<file path="src/include/ex_defs.svh">
//////////////////////////////////////////////////
// Execute stage width definitions
// Data path and register index widths shared by
// the package and the rest of the design
//////////////////////////////////////////////////

`ifndef EX_DEFS_SVH
`define EX_DEFS_SVH

// Data path width of the RV32 core
`define EX_XLEN 32

// Register file index width
`define EX_REG_AW 5

`endif

</file>
<file path="src/verilog/ex_pkg.sv">
//////////////////////////////////////////////////
// Execute stage package
// Operation encodings, request and writeback
// records for the RV32 execute stage
//////////////////////////////////////////////////

`include "ex_defs.svh"

package ex_pkg;

  // Widths taken from the shared header
  localparam int XLEN         = `EX_XLEN;
  localparam int REG_AW       = `EX_REG_AW;
  // Cycles a multiply spends in EX
  localparam int MULT_LATENCY = 2;

  // Unit that executes the operation
  typedef enum logic [1:0] {
    UNIT_NONE, UNIT_ALU, UNIT_MULT, UNIT_BRANCH
  } unit_sel_e;

  // ALU operators, branch compares in the upper half
  typedef enum logic [3:0] {
    ALU_ADD, ALU_SUB, ALU_AND, ALU_OR, ALU_XOR, ALU_SLL, ALU_SRL, ALU_SRA,
    ALU_SLT, ALU_SLTU, ALU_BEQ, ALU_BNE, ALU_BLT, ALU_BGE, ALU_BLTU, ALU_BGEU
  } alu_op_e;

  // Multiplier operators
  typedef enum logic [1:0] {
    MUL_MUL, MUL_MULH, MUL_MULHU, MUL_MULHSU
  } mult_op_e;

  typedef logic [REG_AW-1:0] reg_addr_t;

  // Decoded instruction as issued into EX
  typedef struct packed {
    unit_sel_e       unit;
    alu_op_e         alu_op;
    mult_op_e        mult_op;
    logic [XLEN-1:0] op_a;
    logic [XLEN-1:0] op_b;
    // Branch target
    logic [XLEN-1:0] op_c;
    reg_addr_t       rd;
    logic            we;
  } ex_req_t;

  // Writeback record
  typedef struct packed {
    reg_addr_t       rd;
    logic [XLEN-1:0] data;
    logic            we;
  } wb_res_t;

endpackage

</file>
<file path="src/verilog/ex_op_if.sv">
//////////////////////////////////////////////////
// EX operation interface
// One issued operation from ID/EX to the units
//////////////////////////////////////////////////

interface ex_op_if;

  // Operation held in EX is valid
  logic            valid;
  // Decoded operation fields, rd included
  ex_pkg::ex_req_t req;
  // EX completes and takes the next operation
  logic            advance;

  // ID/EX register side
  modport issue (
    output valid,
    output req,
    input  advance
  );

  // Units and result select
  // advance is driven by the result select only
  modport exec (
    input  valid,
    input  req,
    output advance
  );

endinterface

</file>
<file path="src/verilog/id_ex_reg.sv">
//////////////////////////////////////////////////
// ID/EX pipeline register
// Holds the operation in EX until it completes
//////////////////////////////////////////////////

module id_ex_reg (
  input  logic            clk,
  input  logic            rst_n,

  // Upstream handshake
  input  logic            in_valid_i,
  input  ex_pkg::ex_req_t in_req_i,
  output logic            in_ready_o,

  // Operation towards the units
  ex_op_if.issue          op
);

  logic            valid_q;
  ex_pkg::ex_req_t req_q;

  // New operation only enters when EX moves on
  assign in_ready_o = op.advance;

  // Valid bit
  // A completed op without a successor leaves as a bubble
  always_ff @(posedge clk or negedge rst_n)
  begin
    if (!rst_n)
    begin
      valid_q <= 1'b0;
    end
    else if (op.advance)
    begin
      valid_q <= in_valid_i;
    end
  end

  // Payload, loaded on accept only
  always_ff @(posedge clk)
  begin
    if (op.advance && in_valid_i)
    begin
      req_q <= in_req_i;
    end
  end

  assign op.valid = valid_q;
  assign op.req   = req_q;

endmodule

</file>
<file path="src/verilog/ex_alu.sv">
//////////////////////////////////////////////////
// Execute stage ALU
// Arithmetic, logic, shifts, set-less-than and
// branch comparison in a single cycle
//////////////////////////////////////////////////

module ex_alu (
  ex_op_if.exec                  op,
  output logic [ex_pkg::XLEN-1:0] result_o,
  output logic                    cmp_taken_o
);

  logic [ex_pkg::XLEN-1:0] op_a;
  logic [ex_pkg::XLEN-1:0] op_b;
  logic [4:0]              shamt;
  logic                    eq;
  logic                    lt_s;
  logic                    lt_u;

  assign op_a  = op.req.op_a;
  assign op_b  = op.req.op_b;
  // RV32 uses the low five bits as shift amount
  assign shamt = op_b[4:0];

  // Shared comparators for slt and branches
  assign eq   = (op_a == op_b);
  assign lt_s = ($signed(op_a) < $signed(op_b));
  assign lt_u = (op_a < op_b);

  //////////////////////////////////////////////////
  // Branch decision
  //////////////////////////////////////////////////
  always_comb
  begin
    cmp_taken_o = 1'b0;
    case (op.req.alu_op)
      ex_pkg::ALU_BEQ:  cmp_taken_o = eq;
      ex_pkg::ALU_BNE:  cmp_taken_o = !eq;
      ex_pkg::ALU_BLT:  cmp_taken_o = lt_s;
      ex_pkg::ALU_BGE:  cmp_taken_o = !lt_s;
      ex_pkg::ALU_BLTU: cmp_taken_o = lt_u;
      ex_pkg::ALU_BGEU: cmp_taken_o = !lt_u;
      default:          cmp_taken_o = 1'b0;
    endcase
  end

  //////////////////////////////////////////////////
  // Result
  //////////////////////////////////////////////////
  always_comb
  begin
    result_o = '0;
    case (op.req.alu_op)
      ex_pkg::ALU_ADD:  result_o = op_a + op_b;
      ex_pkg::ALU_SUB:  result_o = op_a - op_b;
      ex_pkg::ALU_AND:  result_o = op_a & op_b;
      ex_pkg::ALU_OR:   result_o = op_a | op_b;
      ex_pkg::ALU_XOR:  result_o = op_a ^ op_b;
      ex_pkg::ALU_SLL:  result_o = op_a << shamt;
      ex_pkg::ALU_SRL:  result_o = op_a >> shamt;
      // Arithmetic shift keeps the sign bit
      ex_pkg::ALU_SRA:  result_o = $unsigned($signed(op_a) >>> shamt);
      ex_pkg::ALU_SLT:  result_o = {{(ex_pkg::XLEN-1){1'b0}}, lt_s};
      ex_pkg::ALU_SLTU: result_o = {{(ex_pkg::XLEN-1){1'b0}}, lt_u};
      // Branch compares return the decision as a flag
      default:          result_o = {{(ex_pkg::XLEN-1){1'b0}}, cmp_taken_o};
    endcase
  end

endmodule

</file>
<file path="src/verilog/ex_mult.sv">
//////////////////////////////////////////////////
// Execute stage multiplier
// Two-cycle 32x32 multiply for MUL, MULH, MULHU
// and MULHSU
//////////////////////////////////////////////////

module ex_mult (
  input  logic                    clk,
  input  logic                    rst_n,
  ex_op_if.exec                   op,
  output logic [ex_pkg::XLEN-1:0] result_o,
  output logic                    ready_o
);

  logic                              is_mul;
  logic                              busy_q;
  logic                              a_sign;
  logic                              b_sign;
  logic signed [2*ex_pkg::XLEN+1:0]  a_ext;
  logic signed [2*ex_pkg::XLEN+1:0]  b_ext;
  logic signed [2*ex_pkg::XLEN+1:0]  prod_full;
  logic        [2*ex_pkg::XLEN-1:0]  prod_q;

  assign is_mul = op.valid && (op.req.unit == ex_pkg::UNIT_MULT);

  // Operand signedness per operator
  // MUL takes the low word, so its sign does not matter
  assign a_sign = (op.req.mult_op == ex_pkg::MUL_MULH) ||
                  (op.req.mult_op == ex_pkg::MUL_MULHSU);
  assign b_sign = (op.req.mult_op == ex_pkg::MUL_MULH);

  // Operands extended to the product width, signed or unsigned
  assign a_ext     = {{(ex_pkg::XLEN+2){a_sign & op.req.op_a[ex_pkg::XLEN-1]}}, op.req.op_a};
  assign b_ext     = {{(ex_pkg::XLEN+2){b_sign & op.req.op_b[ex_pkg::XLEN-1]}}, op.req.op_b};
  assign prod_full = a_ext * b_ext;

  // Busy flag marks the second cycle of a multiply
  // Held until EX advances
  always_ff @(posedge clk or negedge rst_n)
  begin
    if (!rst_n)
    begin
      busy_q <= 1'b0;
    end
    else if (is_mul && !busy_q)
    begin
      busy_q <= 1'b1;
    end
    else if (op.advance)
    begin
      busy_q <= 1'b0;
    end
  end

  // Product register, captured in the first cycle
  always_ff @(posedge clk)
  begin
    if (is_mul && !busy_q)
    begin
      prod_q <= prod_full[2*ex_pkg::XLEN-1:0];
    end
  end

  // Not ready during the first cycle of a multiply
  assign ready_o = !is_mul || busy_q;

  // Low word for MUL, high word for the rest
  assign result_o = (op.req.mult_op == ex_pkg::MUL_MUL) ?
                    prod_q[ex_pkg::XLEN-1:0] : prod_q[2*ex_pkg::XLEN-1:ex_pkg::XLEN];

endmodule

</file>
<file path="src/verilog/ex_wb_stage.sv">
//////////////////////////////////////////////////
// Execute stage output side
// Result select, forwarding, branch report and
// the EX/WB register with its handshake
//////////////////////////////////////////////////

module ex_wb_stage (
  input  logic                    clk,
  input  logic                    rst_n,
  ex_op_if.exec                   op,

  // Unit results
  input  logic [ex_pkg::XLEN-1:0] alu_result_i,
  input  logic                    alu_taken_i,
  input  logic [ex_pkg::XLEN-1:0] mult_result_i,
  input  logic                    mult_ready_i,

  // Forwarding towards decode
  output logic                    fw_we_o,
  output ex_pkg::reg_addr_t       fw_waddr_o,
  output logic [ex_pkg::XLEN-1:0] fw_wdata_o,

  // Branch decision towards fetch
  output logic                    branch_valid_o,
  output logic                    branch_taken_o,
  output logic [ex_pkg::XLEN-1:0] branch_target_o,

  // Writeback handshake
  output logic                    wb_valid_o,
  output ex_pkg::wb_res_t         wb_res_o,
  input  logic                    wb_ready_i
);

  logic                    is_branch;
  logic                    wb_full_q;
  logic                    wb_free;
  logic                    retire;
  logic [ex_pkg::XLEN-1:0] ex_result;
  ex_pkg::wb_res_t         wb_res_q;

  assign is_branch = (op.req.unit == ex_pkg::UNIT_BRANCH);
  assign ex_result = (op.req.unit == ex_pkg::UNIT_MULT) ? mult_result_i : alu_result_i;

  // EX/WB slot can take a result this cycle
  assign wb_free = !wb_full_q || wb_ready_i;

  // Completion: units done, and a WB slot unless it is a branch
  // An empty EX always advances so a bubble is replaced
  assign op.advance = !op.valid || (mult_ready_i && (is_branch || wb_free));
  assign retire     = op.valid && op.advance;

  // Forwarding port shows the result on the leaving cycle
  assign fw_we_o    = retire && !is_branch && op.req.we;
  assign fw_waddr_o = op.req.rd;
  assign fw_wdata_o = ex_result;

  // Branches end here and never reach WB
  assign branch_valid_o  = retire && is_branch;
  assign branch_taken_o  = alu_taken_i;
  assign branch_target_o = op.req.op_c;

  //////////////////////////////////////////////////
  // EX/WB register
  //////////////////////////////////////////////////
  always_ff @(posedge clk or negedge rst_n)
  begin
    if (!rst_n)
    begin
      wb_full_q <= 1'b0;
    end
    else if (retire && !is_branch)
    begin
      wb_full_q <= 1'b1;
    end
    else if (wb_ready_i)
    begin
      // Drained with nothing new behind it
      wb_full_q <= 1'b0;
    end
  end

  always_ff @(posedge clk)
  begin
    if (retire && !is_branch)
    begin
      wb_res_q <= '{rd: op.req.rd, data: ex_result, we: op.req.we};
    end
  end

  assign wb_valid_o = wb_full_q;
  assign wb_res_o   = wb_res_q;

endmodule

</file>
<file path="src/verilog/ex_stage.sv">
//////////////////////////////////////////////////
// RV32 execute stage top level
// ID/EX register, ALU, multiplier and EX/WB side
//////////////////////////////////////////////////

module ex_stage (
  input  logic                    clk,
  input  logic                    rst_n,

  // Issue from decode
  input  logic                    valid_i,
  output logic                    ready_o,
  input  ex_pkg::unit_sel_e       unit_i,
  input  ex_pkg::alu_op_e         alu_op_i,
  input  ex_pkg::mult_op_e        mult_op_i,
  input  logic [ex_pkg::XLEN-1:0] op_a_i,
  input  logic [ex_pkg::XLEN-1:0] op_b_i,
  input  logic [ex_pkg::XLEN-1:0] op_c_i,
  input  ex_pkg::reg_addr_t       rd_i,
  input  logic                    we_i,

  // Forwarding
  output logic                    fw_we_o,
  output ex_pkg::reg_addr_t       fw_waddr_o,
  output logic [ex_pkg::XLEN-1:0] fw_wdata_o,

  // Branch decision
  output logic                    branch_valid_o,
  output logic                    branch_taken_o,
  output logic [ex_pkg::XLEN-1:0] branch_target_o,

  // Writeback
  output logic                    wb_valid_o,
  input  logic                    wb_ready_i,
  output ex_pkg::reg_addr_t       wb_rd_o,
  output logic                    wb_we_o,
  output logic [ex_pkg::XLEN-1:0] wb_data_o
);

  ex_pkg::ex_req_t         in_req;
  ex_pkg::wb_res_t         wb_res;
  logic [ex_pkg::XLEN-1:0] alu_result;
  logic                    alu_taken;
  logic [ex_pkg::XLEN-1:0] mult_result;
  logic                    mult_ready;

  // Pack the plain issue ports into one request
  assign in_req = '{unit: unit_i, alu_op: alu_op_i, mult_op: mult_op_i, op_a: op_a_i,
                    op_b: op_b_i, op_c: op_c_i, rd: rd_i, we: we_i};

  ex_op_if i_op_if ();

  id_ex_reg i_id_ex_reg (
    .clk        (clk),
    .rst_n      (rst_n),
    .in_valid_i (valid_i),
    .in_req_i   (in_req),
    .in_ready_o (ready_o),
    .op         (i_op_if.issue)
  );

  ex_alu i_alu (
    .op          (i_op_if.exec),
    .result_o    (alu_result),
    .cmp_taken_o (alu_taken)
  );

  ex_mult i_mult (
    .clk      (clk),
    .rst_n    (rst_n),
    .op       (i_op_if.exec),
    .result_o (mult_result),
    .ready_o  (mult_ready)
  );

  ex_wb_stage i_wb_stage (
    .clk             (clk),
    .rst_n           (rst_n),
    .op              (i_op_if.exec),
    .alu_result_i    (alu_result),
    .alu_taken_i     (alu_taken),
    .mult_result_i   (mult_result),
    .mult_ready_i    (mult_ready),
    .fw_we_o         (fw_we_o),
    .fw_waddr_o      (fw_waddr_o),
    .fw_wdata_o      (fw_wdata_o),
    .branch_valid_o  (branch_valid_o),
    .branch_taken_o  (branch_taken_o),
    .branch_target_o (branch_target_o),
    .wb_valid_o      (wb_valid_o),
    .wb_res_o        (wb_res),
    .wb_ready_i      (wb_ready_i)
  );

  // Unpack the writeback record
  assign wb_rd_o   = wb_res.rd;
  assign wb_we_o   = wb_res.we;
  assign wb_data_o = wb_res.data;

endmodule

</file>
<file path="config.mk">
export PLATFORM = sky130hd
export DESIGN_NAME = ex_stage
export DESIGN_NICKNAME = d
export VERILOG_FILES = /design/src/verilog/ex_pkg.sv /design/src/verilog/ex_op_if.sv /design/src/verilog/id_ex_reg.sv /design/src/verilog/ex_alu.sv /design/src/verilog/ex_mult.sv /design/src/verilog/ex_wb_stage.sv /design/src/verilog/ex_stage.sv
export VERILOG_INCLUDE_DIRS = /design/src /design/src/include
export SDC_FILE = /design/constraint.sdc
export NUM_CORES = 2
export LEC_CHECK = 0
export BUFFER_PORTS_ARGS = -buffer_cell sky130_fd_sc_hd__clkbuf_2
export CAP_MARGIN = 20
export CORE_AREA = 3 3 315 317
export CTS_BUF_LIST = sky130_fd_sc_hd__clkbuf_2
export CTS_CLUSTER_DIAMETER = 40
export DETAILED_ROUTE_END_ITERATION = 8
export DIE_AREA = 0 0 318 320
export PLACE_DENSITY = 0.72
export REMOVE_ABC_BUFFERS = 1
export SLEW_MARGIN = 20
export SYNTH_ARGS = -nofsm -noshare
export SYNTH_HDL_FRONTEND = slang
export SYNTH_SLANG_ARGS = --single-unit
export TNS_END_PERCENT = 5
</file>
<file path="constraint.sdc">
create_clock -name clk -period 23.4 [get_ports clk]
set_input_delay 1.17 -clock clk [delete_from_list [all_inputs] [get_ports clk]]
set_output_delay 1.17 -clock clk [all_outputs]
set_load 0.02 [all_outputs]
</file>
==> flow_summary.json <==
{
  "tightest_slew_ps": 1100,
  "clk_pin_slew_ps": 100,
  "vias": 43363,
  "start_kind": "flip-flop",
  "route.detailed.drc": 0,
  "cts.sinks": 215,
  "ys_warn_count": 0,
  "timing.fmax_mhz": 103,
  "synthFlopType": "edfxtp_1",
  "fin_crit_ps": 9730,
  "cts_buffers": 72,
  "cp_max_fo": 38,
  "die_h_um": 320,
  "cap_violations": 0,
  "grt_max_degree": 64,
  "relSlewSlack_pct": 26.4,
  "cts_root_buffer": "clkbuf_2",
  "endpoint_kind": "flip-flop",
  "numPortBuffers": 225,
  "grt_pass1_vias": 46412,
  "status": "complete, no violations",
  "drv_slew": 0,
  "die_area_um2": 102000,
  "yosysTopAreaCell": "fa_1",
  "detail_route.first_pass.iterations": 8,
  "synth_seq_cells": 215,
  "htree_levels": 3,
  "cts_max_path_buffers": 3,
  "gp_congestion": 1.03,
  "cts_tree": "built",
  "worstHoldPathType": "input port to flip-flop",
  "dpl.hpwl_um": 156000,
  "grt_use_total_pct": 39.6,
  "yosysUniqueCellTypes": 92,
  "ys_seq_area_share_pct": 12.1,
  "timing.final.crit_share_pct": 41.6,
  "hold_violations": 0,
  "drive_gt1_share_pct": 9.31,
  "synth_commonest_cells": "1,305 x inv_1, 1,127 x fa_1, 900 x nand2_1",
  "row_count": 114,
  "yosysTopAreaCellShare_pct": 42.5,
  "fin_ws_ps": 13670,
  "dp_slack_ps": 13920,
  "drtAntennaViolNets": 0,
  "detail_route.wl_per_cell_um": 27.2,
  "async_flop_share_pct": 1.40,
  "antenna_found_initial": 9,
  "start_util_pct": 55.0,
  "synth_most_common_cell": "inv_1",
  "pin_count": 226,
  "coreArea_um2": 96600,
  "area_delta_synth_final_pct": 5.31,
  "ys_top_cells_by_area": "fa_1 42%, edfxtp_1 12%, inv_1 9.2%, ha_1 7.3%, nand2_1 6.4%",
  "rsz0062_at_grt": "no",
  "crit_required_ps": 24340,
  "fin_nets": 7478,
  "wl_um": 197000,
  "rrSetupSlack_ps": 13670,
  "synth_edf_count": 212,
  "die_w_um": 318,
  "fin_setup_tns_ps": 0,
  "synth_cells": 5870,
  "hold_start": "op_b_i[3]",
  "crit_end": "i_mult.prod_q[60]$_DFFE_PP_",
  "viasPerCell": 5.97,
  "critPathArrivalTime_ps": 10670,
  "crit_path_start": "i_id_ex_reg.op.req[42]$_DFFE_PP_",
  "cts_setup_buffers": 0,
  "clk_latency_ps": 1270,
  "crit_type": "flip-flop to flip-flop",
  "fin_util_pct": 57.9,
  "ff2ff_path_depth": 26,
  "overflow": 0,
  "r2r_end": "i_mult.prod_q[60]$_DFFE_PP_",
  "worstReg2RegStart": "i_id_ex_reg.op.req[42]$_DFFE_PP_",
  "avgSynthCellArea_um2": 9.05,
  "nFillCells": 8759,
  "syn_area_um2": 53100,
  "setup_viol": 0,
  "fin_skew_ps": 140,
  "drt_iter0_markers": 4513,
  "grt_pass1_wl_um": 298000
}
==> worst max-delay path, cell delays in order, from the launching register on <==
cell and delay [ps]:
edfxtp_1 340, buf_4 480, clkinv_1 890, nor2_1 380, fa_1 450, inv_1 100
fa_1 430, fa_1 490, fa_1 550, inv_1 50, fa_1 490, fa_1 540
inv_1 50, fa_1 450, fa_1 490, inv_1 40, ha_1 340, a21oi_1 250
o21ai_1 150, a22o_1 200, o31a_1 270, a311oi_1 820, o211ai_1 380, a32o_1 350
nor2_1 160, o21ai_0 130, xor2_1 160
==> worst min-delay path by stage <==
stage / end / slack (ps) / cells past startpoint
6_report: i_id_ex_reg.op.req[41]$_DFFE_PP_ / 90 / 1
5_1_grt: i_id_ex_reg.op.req[41]$_DFFE_PP_ / 30 / 1
4_1_cts: i_id_ex_reg.op.req[41]$_DFFE_PP_ / 3 / 1
3_5_place_dp: i_wb_stage.wb_res_o[36]$_DFFE_PP_ / 430 / 0
3_3_place_gp: i_wb_stage.wb_res_o[37]$_DFFE_PP_ / 430 / 0
2_1_floorplan: i_wb_stage.wb_res_o[0]$_DFFE_PP_ / 420 / 0
==> cells in the final DEF, fill, tap and decap left out, drive strengths merged, types with 23 or more instances in the layout <==
cell | synthesis | final
inv | 1316 | 1320
fa | 1127 | 1127
nand2 | 900 | 900
nor2 | 472 | 472
clkbuf | 231 | 315
ha | 309 | 309
edfxtp | 212 | 212
a21oi | 176 | 176
o21ai | 164 | 164
buf | 131 | 119
mux2i | 73 | 73
xnor2 | 66 | 66
clkinv | 19 | 50
a21o | 47 | 47
a211oi | 39 | 39
nand3 | 38 | 38
o22ai | 34 | 34
mux4 | 30 | 30
nor3 | 29 | 29
and3 | 26 | 26
o21bai | 23 | 23
==> kinds of logic after synthesis <==
logic type / share of synthesized area [%]
compound gates: 8.95
xor+xnor: 1.39
fa+ha+maj: 49.8
buf+inv: 12.3
flops: 12.1
mux: 3.09
simple gates: 12.3
==> sequential cells by signal, summed over array words and instances (netlist names) <==
| name | count |
|---|---|
| i_id_ex_reg.op.req | 110 |
| i_mult.prod_q | 64 |
| i_wb_stage.wb_res_o | 38 |
| i_id_ex_reg.op.valid | 1 |
| i_mult.busy_q | 1 |
| i_wb_stage.wb_valid_o | 1 |
==> metrics by stage <==
step	instances	cell area, um^2	hold slack [ps]
final	7261	55900	94.7
after CTS	7257	55900	2.73
after global routing	7259	55900	27.8
after floorplan	5508	51600	417
after global placement	7128	55200	428
after detailed placement	7128	55200	433
==> timing repair <==
item,CTS,global route
resized for setup,0,0
hold endpoints to repair,4,0
hold buffers,2,0
==> layer usage <==
layer  track usage, %  vias up  routed length [um]
met5                0        -                  57
met4             22.9        8               14100
met3             9.53      622               20100
met2             62.3     2570               89700
met1             50.3    22034               73200
li1                 -    18129                   -
==> final cells by class <==
class | count | area (um^2) | area share [%]
multi-input cells | 3958 | 40200 | 71.8
flip-flops and latches | 215 | 6440 | 11.5
inverters | 1335 | 5010 | 8.96
repair buffers | 346 | 2040 | 3.65
well taps | 1276 | 1600 | 2.86
clock buffers | 90 | 450 | 0.806
clock inverters | 37 | 200 | 0.358
diodes | 4 | 10.0 | 0.0179
Power is left out: the tool's default activity adds up to more than one toggle a clock period on the data nets, which glitch-free logic cannot reach.
